## config.mk

```make
export PLATFORM = sky130hd
export DESIGN_NAME = dev_st_top
export DESIGN_NICKNAME = d
export VERILOG_FILES = /design/src/hdl/apb_reg_pkg.sv /design/src/hdl/dev_st_pkg.sv /design/src/hdl/apb_cfg_regs.sv /design/src/hdl/dev_st_top.sv /design/src/hdl/link_monitor.sv /design/src/hdl/status_record_builder.sv /design/src/hdl/status_scheduler.sv /design/src/hdl/tts_counter.sv
export SDC_FILE = /design/constraint.sdc
export NUM_CORES = 1
export LEC_CHECK = 0
export ABC_AREA = 0
export BUFFER_PORTS_ARGS = -buffer_cell sky130_fd_sc_hd__buf_2
export CAP_MARGIN = 20
export CELL_PAD_IN_SITES_DETAIL_PLACEMENT = 0
export CELL_PAD_IN_SITES_GLOBAL_PLACEMENT = 1
export CORE_ASPECT_RATIO = 1.5
export CORE_MARGIN = 4
export CORE_UTILIZATION = 30
export CTS_CLUSTER_SIZE = 30
export DETAILED_ROUTE_END_ITERATION = 8
export GPL_ROUTABILITY_DRIVEN = 1
export PLACE_DENSITY = 0.63
export SLEW_MARGIN = 40
export SYNTH_ARGS = -nofsm -noshare
export SYNTH_HDL_FRONTEND = slang
export SYNTH_SLANG_ARGS = --single-unit
```

## constraint.sdc

```tcl
create_clock -name dev_st_clk -period 4.4 [get_ports dev_st_clk]
set_input_delay 1.32 -clock dev_st_clk [delete_from_list [all_inputs] [get_ports dev_st_clk]]
set_output_delay 1.32 -clock dev_st_clk [all_outputs]
set_load 0.03 [all_outputs]
```

## src/hdl/apb_reg_pkg.sv

```systemverilog
package apb_reg_pkg;

  localparam int APB_ADDR_WIDTH = 8;
  localparam int APB_DATA_WIDTH = 32;

  typedef struct packed {
    logic                      psel;
    logic                      penable;
    logic                      pwrite;
    logic [APB_ADDR_WIDTH-1:0] paddr;
    logic [APB_DATA_WIDTH-1:0] pwdata;
  } apb_req_t;

  typedef struct packed {
    logic                      pready;
    logic                      pslverr;
    logic [APB_DATA_WIDTH-1:0] prdata;
  } apb_rsp_t;

  // --------------------
  // register map
  localparam logic [APB_ADDR_WIDTH-1:0] REG_CTRL   = 8'h00;
  localparam logic [APB_ADDR_WIDTH-1:0] REG_SN_LO  = 8'h04;
  localparam logic [APB_ADDR_WIDTH-1:0] REG_SN_HI  = 8'h08;
  localparam logic [APB_ADDR_WIDTH-1:0] REG_STATUS = 8'h0C;  // read only

  localparam int CTRL_EN_BIT     = 0;
  localparam int CTRL_FORCE_BIT  = 1;  // write one, self clearing
  localparam int STATUS_SENT_BIT = 0;
  localparam int STATUS_LINK_LSB = 2;  // two bits per PHY from here up

endpackage

```

## src/hdl/dev_st_pkg.sv

```systemverilog
package dev_st_pkg;

  localparam int BYTE_WIDTH = 8;
  localparam int PHY_COUNT  = 2;

  // --------------------
  // timestamp and serial number sizes
  localparam int TTS_RUN_LENGTH = 8;  // running tts, tells a restart apart
  localparam int TTS_HDR_LENGTH = 7;  // tts carried in capture headers
  localparam int TTS_RUN_WIDTH  = TTS_RUN_LENGTH * BYTE_WIDTH;
  localparam int TTS_HDR_WIDTH  = TTS_HDR_LENGTH * BYTE_WIDTH;
  localparam int DEV_SN_LENGTH  = 8;
  localparam int DEV_SN_WIDTH   = DEV_SN_LENGTH * BYTE_WIDTH;

  localparam int DEV_ST_VERSION    = 1;
  localparam int DEV_ST_REC_LENGTH = 21;  // 2 + 2 + 8 + 1 + 8 bytes

  // --------------------
  // scheduler reload counts, in dev_st_clk cycles
  localparam int INTERVAL_CNT = 2000;  // periodic resend
  localparam int DELAY_CNT    = 200;   // settle time after a link change
  localparam int FORCE_CNT    = 20;
  localparam int CNT_WIDTH    = $clog2(INTERVAL_CNT + 1);

  typedef struct packed {
    logic ready;
    logic is_1g;
    logic is_100m;
  } phy_link_t;

  typedef enum logic [1:0] {
    LINK_DOWN  = 2'b00,
    LINK_100M  = 2'b01,
    LINK_1G    = 2'b10,
    LINK_OTHER = 2'b11
  } link_st_t;

  // field order is the byte order on the wire
  typedef struct packed {
    logic [15:0]              rec_len;
    logic [15:0]              version;
    logic [DEV_SN_WIDTH-1:0]  dev_sn;
    logic [7:0]               tts_len;
    logic [TTS_RUN_WIDTH-1:0] tts_run;
  } dev_st_rec_t;

endpackage

```

## src/hdl/apb_cfg_regs.sv

```systemverilog
`timescale 1ns/10ps

module apb_cfg_regs
  import dev_st_pkg::*;
  import apb_reg_pkg::*;
(
  input  logic                     dev_st_clk,
  input  logic                     sys_reset_in,
  input  apb_req_t                 apb_req_i,
  output apb_rsp_t                 apb_rsp_o,
  input  logic                     dev_info_sent_i,
  input  link_st_t [PHY_COUNT-1:0] link_st_i,
  output logic [DEV_SN_WIDTH-1:0]  dev_sn_o,
  output logic                     cfg_capture_en_o,
  output logic                     force_resend_o
);

  logic                      access;    // APB access phase
  logic                      wr_en;
  logic                      addr_hit;
  logic                      ro_write;  // write to read-only status
  logic [APB_DATA_WIDTH-1:0] status_word;
  logic [APB_DATA_WIDTH-1:0] rdata;

  assign access   = apb_req_i.psel & apb_req_i.penable;
  assign wr_en    = access & apb_req_i.pwrite;
  assign ro_write = apb_req_i.pwrite & (apb_req_i.paddr == REG_STATUS);

  always_comb begin
    status_word = '0;
    status_word[STATUS_SENT_BIT] = dev_info_sent_i;
    for (int k = 0; k < PHY_COUNT; k++) begin
      status_word[STATUS_LINK_LSB + 2*k +: 2] = link_st_i[k];
    end
  end

  // --------------------
  // read decode, zero wait states
  always_comb begin
    addr_hit = 1'b1;
    rdata    = '0;
    case (apb_req_i.paddr)
      REG_CTRL:   rdata[CTRL_EN_BIT] = cfg_capture_en_o;  // force bit reads 0
      REG_SN_LO:  rdata = dev_sn_o[APB_DATA_WIDTH-1:0];
      REG_SN_HI:  rdata = dev_sn_o[DEV_SN_WIDTH-1:APB_DATA_WIDTH];
      REG_STATUS: rdata = status_word;
      default:    addr_hit = 1'b0;
    endcase
    apb_rsp_o.pready  = 1'b1;
    apb_rsp_o.prdata  = rdata;
    apb_rsp_o.pslverr = access & (~addr_hit | ro_write);
  end

  // --------------------
  // writes
  always_ff @(posedge dev_st_clk) begin
    if (sys_reset_in) begin
      dev_sn_o         <= '0;
      cfg_capture_en_o <= 1'b0;
      force_resend_o   <= 1'b0;
    end else begin
      force_resend_o <= wr_en & (apb_req_i.paddr == REG_CTRL) &
                        apb_req_i.pwdata[CTRL_FORCE_BIT];  // one cycle only
      if (wr_en) begin
        case (apb_req_i.paddr)
          REG_CTRL:  cfg_capture_en_o <= apb_req_i.pwdata[CTRL_EN_BIT];
          REG_SN_LO: dev_sn_o[APB_DATA_WIDTH-1:0] <= apb_req_i.pwdata;
          REG_SN_HI: dev_sn_o[DEV_SN_WIDTH-1:APB_DATA_WIDTH] <= apb_req_i.pwdata;
          default: begin
          end
        endcase
      end
    end
  end

  a_penable_in_sel: assert property (@(posedge dev_st_clk) disable iff (sys_reset_in)
    apb_req_i.penable |-> apb_req_i.psel);

endmodule

```

## src/hdl/dev_st_top.sv

```systemverilog
`timescale 1ns/10ps

module dev_st_top
  import dev_st_pkg::*;
  import apb_reg_pkg::*;
(
  input  logic                      dev_st_clk,
  input  logic                      sys_reset_in,
  input  apb_req_t                  apb_req_i,
  output apb_rsp_t                  apb_rsp_o,
  input  phy_link_t [PHY_COUNT-1:0] phy_link_i,
  input  logic                      mg_join_i,   // async, may be very short
  output link_st_t  [PHY_COUNT-1:0] link_st_o,
  output logic [TTS_RUN_WIDTH-1:0]  tts_bin_o,
  output logic [TTS_HDR_WIDTH-1:0]  tts_gray_o,
  output logic                      status_valid_o,
  output dev_st_rec_t               status_rec_o,
  output logic                      capture_en_o
);

  logic [DEV_SN_WIDTH-1:0] dev_sn;
  logic                    cfg_capture_en;
  logic                    force_resend;
  logic                    link_changed;
  logic                    all_down;
  logic                    dev_info_sent;

  tts_counter u_tts_counter (
    .dev_st_clk   (dev_st_clk),
    .sys_reset_in (sys_reset_in),
    .tts_bin_o    (tts_bin_o),
    .tts_gray_o   (tts_gray_o)
  );

  link_monitor u_link_monitor (
    .dev_st_clk     (dev_st_clk),
    .sys_reset_in   (sys_reset_in),
    .phy_link_i     (phy_link_i),
    .link_st_o      (link_st_o),
    .link_changed_o (link_changed),
    .all_down_o     (all_down)
  );

  status_scheduler u_status_scheduler (
    .dev_st_clk      (dev_st_clk),
    .sys_reset_in    (sys_reset_in),
    .link_changed_i  (link_changed),
    .all_down_i      (all_down),
    .force_resend_i  (force_resend),
    .mg_join_i       (mg_join_i),
    .status_valid_o  (status_valid_o),
    .dev_info_sent_o (dev_info_sent)
  );

  status_record_builder u_status_record_builder (
    .dev_st_clk     (dev_st_clk),
    .sys_reset_in   (sys_reset_in),
    .status_valid_i (status_valid_o),
    .dev_sn_i       (dev_sn),
    .tts_bin_i      (tts_bin_o),
    .status_rec_o   (status_rec_o)
  );

  apb_cfg_regs u_apb_cfg_regs (
    .dev_st_clk       (dev_st_clk),
    .sys_reset_in     (sys_reset_in),
    .apb_req_i        (apb_req_i),
    .apb_rsp_o        (apb_rsp_o),
    .dev_info_sent_i  (dev_info_sent),
    .link_st_i        (link_st_o),
    .dev_sn_o         (dev_sn),
    .cfg_capture_en_o (cfg_capture_en),
    .force_resend_o   (force_resend)
  );

  // no captured packets before the device info record
  always_ff @(posedge dev_st_clk) begin
    if (sys_reset_in) begin
      capture_en_o <= 1'b0;
    end else begin
      capture_en_o <= cfg_capture_en & dev_info_sent;
    end
  end

endmodule

```

## src/hdl/link_monitor.sv

```systemverilog
`timescale 1ns/10ps

module link_monitor
  import dev_st_pkg::*;
(
  input  logic                      dev_st_clk,
  input  logic                      sys_reset_in,
  input  phy_link_t [PHY_COUNT-1:0] phy_link_i,
  output link_st_t  [PHY_COUNT-1:0] link_st_o,
  output logic                      link_changed_o,
  output logic                      all_down_o
);

  logic     [PHY_COUNT-1:0] ready_vec;
  link_st_t [PHY_COUNT-1:0] link_st_q;  // state seen one cycle ago

  // --------------------
  // per PHY encoding
  always_comb begin
    for (int i = 0; i < PHY_COUNT; i++) begin
      ready_vec[i] = phy_link_i[i].ready;
      if (!phy_link_i[i].ready) begin
        link_st_o[i] = LINK_DOWN;
      end else if (phy_link_i[i].is_1g) begin
        link_st_o[i] = LINK_1G;
      end else if (phy_link_i[i].is_100m) begin
        link_st_o[i] = LINK_100M;
      end else begin
        link_st_o[i] = LINK_OTHER;  // 10M or unknown
      end
    end
  end

  // --------------------
  // change detect
  always_ff @(posedge dev_st_clk) begin
    link_st_q  <= link_st_o;  // tracks the input in reset too, no pulse on release
    all_down_o <= ~|ready_vec;
  end

  always_ff @(posedge dev_st_clk) begin
    if (sys_reset_in) begin
      link_changed_o <= 1'b0;
    end else begin
      link_changed_o <= (link_st_q != link_st_o);  // single cycle, copy catches up
    end
  end

endmodule

```

## src/hdl/status_record_builder.sv

```systemverilog
`timescale 1ns/10ps

module status_record_builder
  import dev_st_pkg::*;
(
  input  logic                     dev_st_clk,
  input  logic                     sys_reset_in,
  input  logic                     status_valid_i,
  input  logic [DEV_SN_WIDTH-1:0]  dev_sn_i,
  input  logic [TTS_RUN_WIDTH-1:0] tts_bin_i,
  output dev_st_rec_t              status_rec_o
);

  logic [TTS_RUN_WIDTH-1:0] tts_prev;  // tts of the cycle before
  logic [TTS_RUN_WIDTH-1:0] held_tts;
  logic [DEV_SN_WIDTH-1:0]  held_sn;

  always_ff @(posedge dev_st_clk) begin
    tts_prev <= tts_bin_i;
  end

  always_ff @(posedge dev_st_clk) begin
    if (sys_reset_in) begin
      held_tts <= '0;
      held_sn  <= '0;
    end else if (status_valid_i) begin
      held_tts <= tts_prev;
      held_sn  <= dev_sn_i;
    end
  end

  // live fields during the pulse, so the record changes with the valid edge
  always_comb begin
    status_rec_o.rec_len = 16'(DEV_ST_REC_LENGTH);
    status_rec_o.version = 16'(DEV_ST_VERSION);
    status_rec_o.tts_len = 8'(TTS_HDR_LENGTH);
    status_rec_o.dev_sn  = status_valid_i ? dev_sn_i : held_sn;
    status_rec_o.tts_run = status_valid_i ? tts_prev : held_tts;
  end

endmodule

```

## src/hdl/status_scheduler.sv

```systemverilog
`timescale 1ns/10ps

module status_scheduler
  import dev_st_pkg::*;
(
  input  logic dev_st_clk,
  input  logic sys_reset_in,
  input  logic link_changed_i,
  input  logic all_down_i,
  input  logic force_resend_i,
  input  logic mg_join_i,
  output logic status_valid_o,
  output logic dev_info_sent_o
);

  logic [CNT_WIDTH-1:0] cnt;
  logic                 join_meta;  // set straight from the pulse
  logic                 join_sync;
  logic                 join_seen;  // edge register
  logic                 join_edge;
  logic                 fire;

  // --------------------
  // join pulse into dev_st_clk
  // the async set catches a pulse shorter than our period
  always_ff @(posedge dev_st_clk or posedge mg_join_i) begin
    if (mg_join_i) begin
      join_meta <= 1'b1;
    end else begin
      join_meta <= 1'b0;
    end
  end

  always_ff @(posedge dev_st_clk) begin
    if (sys_reset_in) begin
      join_sync <= 1'b0;
      join_seen <= 1'b0;
    end else begin
      join_sync <= join_meta;
      join_seen <= join_sync;
    end
  end

  assign join_edge = join_sync & ~join_seen;
  assign fire      = (cnt == '0) | (join_edge & ~status_valid_o);  // join right after a pulse is dropped

  // --------------------
  // reload countdown, force beats delay beats the interval reload
  always_ff @(posedge dev_st_clk) begin
    if (sys_reset_in) begin
      cnt            <= CNT_WIDTH'(INTERVAL_CNT);
      status_valid_o <= 1'b0;
    end else begin
      status_valid_o <= fire;
      if (force_resend_i) begin
        cnt <= CNT_WIDTH'(FORCE_CNT);
      end else if (link_changed_i) begin
        cnt <= CNT_WIDTH'(DELAY_CNT);
      end else if (fire) begin
        cnt <= CNT_WIDTH'(INTERVAL_CNT);
      end else begin
        cnt <= cnt - 1'b1;
      end
    end
  end

  // capture stays off until a record went out with a link up
  always_ff @(posedge dev_st_clk) begin
    if (sys_reset_in || all_down_i) begin
      dev_info_sent_o <= 1'b0;
    end else if (status_valid_o) begin
      dev_info_sent_o <= 1'b1;
    end
  end

  a_valid_single: assert property (@(posedge dev_st_clk) disable iff (sys_reset_in)
    status_valid_o |=> !status_valid_o);

endmodule

```

## src/hdl/tts_counter.sv

```systemverilog
`timescale 1ns/10ps

module tts_counter
  import dev_st_pkg::*;
(
  input  logic                     dev_st_clk,
  input  logic                     sys_reset_in,
  output logic [TTS_RUN_WIDTH-1:0] tts_bin_o,
  output logic [TTS_HDR_WIDTH-1:0] tts_gray_o
);

  logic [TTS_HDR_WIDTH-1:0] tts_hdr;

  assign tts_hdr = tts_bin_o[TTS_HDR_WIDTH-1:0];

  always_ff @(posedge dev_st_clk) begin
    if (sys_reset_in) begin
      tts_bin_o  <= '0;
      tts_gray_o <= '0;
    end else begin
      tts_bin_o  <= tts_bin_o + 1'b1;
      tts_gray_o <= tts_hdr ^ (tts_hdr >> 1);  // gray of the previous count
    end
  end

  // the gray copy holds still for one cycle after reset, then moves one bit per cycle
  a_gray_one_bit: assert property (@(posedge dev_st_clk) disable iff (sys_reset_in)
    !$past(sys_reset_in) && !$past(sys_reset_in, 2) |->
      $onehot(tts_gray_o ^ $past(tts_gray_o)));

endmodule
```

==> results of run 1 <==
[cells by family after synthesis]
family,share of synthesized area [%]
compound gates,7.16
xor+xnor,1.83
fa+ha+maj,4.65
buf+inv,4.89
flops,52.2
mux,10.2
other cells,0.0489
simple gates,19.0
[layout by cell type, fill, tap and decap left out, types with 3 or more instances in the layout]
cell       synthesis  final
and3_1            15     12
clkinv_2           0      7
buf_4             45     19
o31ai_1           25     25
nand2_1           91     91
nand2b_1           4      4
xnor2_1           11     11
a22o_1            27     27
ha_1              57     57
and4_1             8      8
clkbuf_1          64      5
xor2_1            21     21
mux2i_1            5      5
clkinv_4           0      3
or3_1             16     16
nor4_1             4      4
buf_12             0      4
dfxtp_1          399    398
nor2b_1           67     67
conb_1             2     42
nand4_1           15     15
bufinv_16          0      3
a21oi_1          101    101
or4_1             27     27
nor2_1            42     42
clkbuf_8           0      8
mux2_2           133    133
buf_2             13    337
clkbuf_16          0     44
and3_2             0      3
o21ai_0           16     16
a31oi_1            6      6
inv_1             13     12
nor3_1             8      8
nand3_1           81     81
and2_1           133    133
[power breakdown]
| part | switching [mW] | internal, mW |
|---|---|---|
| Sequential | 0.0248 | 3.64 |
| Clock | 1.47 | 2.14 |
| Combinational | 0.193 | 0.0790 |
[layout make-up]
class	count	area [µm²]
Timing Repair Buffer	361	1920
Multi-Input combinational cell	971	6740
Antenna cell	1	2.50
Inverter	13	56.3
Fill cell	5141	31700
Clock buffer	57	1230
Sequential cell	400	8020
Clock inverter	17	184
Tap cell	669	837
[state kept, by name (all words and copies together) (netlist names)]
name                                cells
u_apb_cfg_regs.dev_sn_o                64
u_status_record_builder.held_sn        64
u_status_record_builder.held_tts       64
u_status_record_builder.tts_prev       64
u_tts_counter.tts_bin_o                63
u_tts_counter.tts_gray_o               56
u_status_scheduler.cnt                 11
u_link_monitor.link_st_q                4
capture_en_o                            1
u_apb_cfg_regs.cfg_capture_en_o         1
u_apb_cfg_regs.force_resend_o           1
u_link_monitor.all_down_o               1
u_link_monitor.link_changed_o           1
u_status_scheduler.dev_info_sent_o      1
u_status_scheduler.join_meta            1
u_status_scheduler.join_seen            1
u_status_scheduler.join_sync            1
u_status_scheduler.status_valid_o       1
[worst register-to-register path, cell delays in order, from the launching register on]
cell     delay (ps)
dfxtp_1         450
ha_1            280
and4_1          520
nand4_4         490
or4_1           680
a21oi_1         150
[how the worst max path moves through the flow]
stage                             start            end  slack [ps]  depth (start not counted)
after floorplan           apb_req_i[37]  apb_rsp_o[11]         400                          5
after global placement    apb_req_i[37]  apb_rsp_o[28]         390                          6
after detailed placement  apb_req_i[37]  apb_rsp_o[29]         320                          6
after CTS                 apb_req_i[37]  apb_rsp_o[29]         310                          6
after global routing      apb_req_i[37]  apb_rsp_o[26]         220                          6
final                     apb_req_i[37]  apb_rsp_o[29]         300                          6
[routing by layer]
layer  vias to the layer above  track usage (%)
met5                         -                0
met4                         2             4.28
met3                        66             3.72
met2                       314             29.0
met1                      5532             17.1
li1                       5654                -
[through the flow]
step	instance area [µm²]	total power [mW]	instances	hold slack, ps
2_1_floorplan	15500	3.96	1519	373
3_3_place_gp	17600	4.02	2414	387
3_5_place_dp	17600	4.02	2414	385
4_1_cts	19000	7.70	2488	391
5_1_grt	19000	7.86	2488	398
6_report	19000	7.55	2489	387
==> results.toml, run 1 <==
[status]
status = "finished, final reports clean"

[yosys]
yosys_register_bits = 400
ys_types = 45
syn_area_um2 = 15300
yosys_warnings = 0
yosysTopAreaCellShare_pct = 52.0
synthTopCellsByCount = "dfxtp_1, and2_1, mux2_2"
yosysTopAreaCell = "dfxtp_1"
synth_flop_cell = "dfxtp_1"
post-synth-top-count-cell = "dfxtp_1"
synth_area_leaders = "dfxtp_1, mux2_2, and2_1"
avgSynthCellArea_um2 = 10.4
syn-instance-count = 1479
synth-edff-count = 0
seq_area_frac_synth_pct = 52.2
async_reset_ff_share_pct = 0.250

[cts]
cts_max_path_buffers = 3
h-tree-depth = 2
path_clk_slew_ps = 60
cts_tree = "done"
clkLatencyLatePin_ps = 550
cts_made_buffers = 42
cts.repair.resized = 0
cts-root-buf = "clkbuf_16"
clock_sinks = 400
holdBufCountCts = 0
cts_setup_buffers = 0

[worst_setup_path]
reg2reg_from = "u_tts_counter.tts_bin_o[0]"
cp-end-kind = "primary output"
critPathMaxFanout = 31
crit_chain = "buf_2 > nor4_4 > and3_2 > buf_12 > a22o_1 > buf_2"
cp_common_cell = "buf_2"
crit_path_max_incr_delay_ps = 400
cp_slowest_cell = "nor4_4"
setup.worst_path.start_class = "input pin"
critPathKind = "in2out"
crit_family = "simple AND/OR/NAND/NOR gates"
reg2reg_depth = 5
worstPathArrival_ps = 2780
cp.required_ps = 3080
regToRegEndpoint = "u_tts_counter.tts_bin_o[48]"
critPathBufInv = 3
reg2reg_setup_slack_ps = 1780

[sta]
final_max_slew_viol_count = 0
fmax_mhz = 244
finalSetupTns_ps = 0
setup_slack_ps = 298
rsz0062_at_grt = "false"
finalHoldViolCount = 0
finClkSkew_ps = 18.1
slew-limit-headroom_pct = 49.7
post-route-period-util_pct = 93.2
final-setup-viol-count = 0
tightestPinTransition_ps = 755
fin_crit_ps = 4100

[routing]
highest_layer = "met5"
wl_met1_um = 17000
wl_um = 43900
viasPerCell = 4.65
route.detailed.drc = 0
wl_met3_um = 2660
first_iter_violations = 364
routed-wl-met2_um = 23200
ant_nets = 0
avgRoutedWirePerCell_um = 17.6
num_vias = 11600
first_pass_iters = 5

[power_and_ir_drop]
p_per_area_nw_per_um2 = 398
vdd_drop_max_mv = 0.326
power.leakage_nw = 8.64

[die]
fp.dieArea_um2 = 54900
num_rows = 101
start_util_pct = 30.3
coreArea_um2 = 50700
die_x_um = 193
die_h_um = 285
io-pin-count = 380

[place]
place.gp.congestion = 0.758
hpwl_um = 31200
pre_cts_ws_ps = 315
port_buffers = 338

[grt]
grtUsageTotal_pct = 15.5
grt_max_degree = 109
grt_pass1_wl_um = 67900
grt_pass1_vias = 11700
grt-ovfl-total = 0
antenna_found_initial = 2

[min_path]
hold-path-cell-count = 0
min_to = "u_status_record_builder.tts_prev[63]"
hold_path_class = "reg2reg"
min_from = "u_tts_counter.tts_bin_o[63]"

[cells_and_area]
area_delta_synth_final_pct = 23.7
nNetsFinal = 1898
drive_gt1_share_pct = 31.7
final_util_pct = 37.5

[run]
maxCapViolCount = 0
Power figures use the tool's default switching activity.
==> run 2: changes to the inputs <==
==> constraint.sdc (replaced) <==
create_clock -name dev_st_clk -period 4.6 [get_ports dev_st_clk]
set_input_delay 1.38 -clock dev_st_clk [delete_from_list [all_inputs] [get_ports dev_st_clk]]
set_output_delay 1.38 -clock dev_st_clk [all_outputs]
set_load 0.03 [all_outputs]
==> run 2 against run 1 <==
Compared with the run above: utilization up 0.24 points; via count is 0.22% higher; critical endpoint unchanged; sequential share of layout area fell by 0.27 points; setup slack better by 76 ps; power barely moved.
==> results.toml, run 2 (synthesis results as in run 1) <==
[place]
place.gp.congestion = 0.762
hpwl_um = 30800
port_buffers = 338

[cts]
holdBufCountCts = 0
clkLatencyLatePin_ps = 580
path_clk_slew_ps = 60
cts_max_path_buffers = 3
cts_tree = "done"
clock_sinks = 400
h-tree-depth = 2
cts_made_buffers = 43
cts_setup_buffers = 0
cts.repair.resized = 0
cts-root-buf = "clkbuf_16"

[min_path]
hold_path_class = "reg2reg"
min_from = "u_tts_counter.tts_bin_o[63]"

[cells_and_area]
area_delta_synth_final_pct = 24.5
nNetsFinal = 1896
drive_gt1_share_pct = 31.8
multi_input_area_um2 = 6740
final_common_cell = "dfxtp_1"
final_cell_mix = "dfxtp_1, buf_2, and2_1, mux2_2, a21oi_1"
seqCellArea_um2 = 8020
fillCellCount = 5103

[sta]
hold_ws_ps = 371
finalHoldViolCount = 0
fin_crit_ps = 4230
rsz0062_at_grt = "false"
final_max_slew_viol_count = 0
post-route-period-util_pct = 91.9
finClkSkew_ps = 25.2
final-setup-viol-count = 0
finalSetupTns_ps = 0
tightestPinTransition_ps = 730
slew-limit-headroom_pct = 51.2
fmax_mhz = 237

[worst_setup_path]
worstPathArrival_ps = 2850
startpoint = "apb_req_i[37]"
reg2reg_from = "u_tts_counter.tts_bin_o[0]"
cp.required_ps = 3220
setup.worst_path.start_class = "input pin"
critPathKind = "in2out"
cp-end-kind = "primary output"
reg2reg_setup_slack_ps = 1990
critPathMaxFanout = 31

[grt]
grt_pass1_wl_um = 67600
grt_pass1_vias = 11500
grt-ovfl-total = 0
grt_max_degree = 111
grtUsageTotal_pct = 15.4
antenna_found_initial = 1

[die]
die_h_um = 285
io-pin-count = 380
fp.dieArea_um2 = 54900
start_util_pct = 30.3
coreArea_um2 = 50700
num_rows = 101
die_x_um = 193

[routing]
route.detailed.drc = 0
avgRoutedWirePerCell_um = 17.6
viasPerCell = 4.66
wl_um = 43900
first_pass_iters = 5
ant_nets = 0
first_iter_violations = 416
num_vias = 11600

[power_and_ir_drop]
power.leakage_nw = 8.69
p_per_area_nw_per_um2 = 396
vdd_drop_max_mv = 0.297

[run]
maxCapViolCount = 0

[status]
status = "finished, final reports clean"
==> run 2: cell count changes in the layout (fill, tap and decap cells not counted) <==
cell	change
buf_12	-1
bufinv_16	+4
clkinv_2	-1
clkinv_8	+1
clkinvlp_4	+1
clkbuf_8	+3
clkbuf_16	-1
clkinv_4	-2
buf_4	-2
clkbuf_1	-3
clkinv_16	+1
==> run 2: critical path, cell delays in order <==
cell and delay (ps):
buf_2 120, nor4_4 390, and3_2 350, buf_12 210, a22o_1 180, buf_2 190
==> run 2: power by group <==
group | leakage (nW) | switching [mW] | total, mW | internal, mW
Combinational | 4.69 | 0.186 | 0.260 | 0.0745
Clock | 0.766 | 1.49 | 3.79 | 2.30
Sequential | 3.23 | 0.0225 | 3.51 | 3.48
Total | 8.69 | 1.70 | 7.56 | 5.86
==> run 2: metal layers <==
metal / vias to the layer above / part of all wire, % / track usage, %
li1: 5640 / - / -
met1: 5552 / 39 / 17.3
met2: 332 / 52 / 28.4
met3: 69 / 6.5 / 3.70
met4: 0 / 2.8 / 4.69
met5: - / 0 / 0
==> run 2: through the flow <==
step	cell area [µm²]	util, %	power, mW	cells	setup slack (ps)
final	19100	37.7	7.56	2489	374
after global routing	19100	37.7	7.83	2488	277
after CTS	19100	37.7	7.69	2488	369
after detailed placement	17500	34.6	3.85	2411	379
after global placement	17500	34.6	3.85	2411	428
after floorplan	15500	-	3.79	1519	485
==> run 2: final cells by class <==
type,instances,share of cell area [%]
Sequential cell,400,42.0
Multi-Input combinational cell,971,35.3
Timing Repair Buffer,358,9.87
Clock buffer,56,6.46
Tap cell,669,4.38
Clock inverter,21,1.75
Inverter,13,0.295
Antenna cell,1,0.0131
==> run 2: path summary, 6_finish.rpt <==
kind	end	cells after the start
setup / recovery	apb_rsp_o[29]	6
setup reg to reg	u_tts_counter.tts_bin_o[54]	5
max in group asynchronous	u_status_scheduler.join_meta	2
hold reg to reg	u_status_record_builder.tts_prev[63]	0
hold / removal	u_status_record_builder.tts_prev[63]	0
min in group asynchronous	u_status_scheduler.join_meta	2
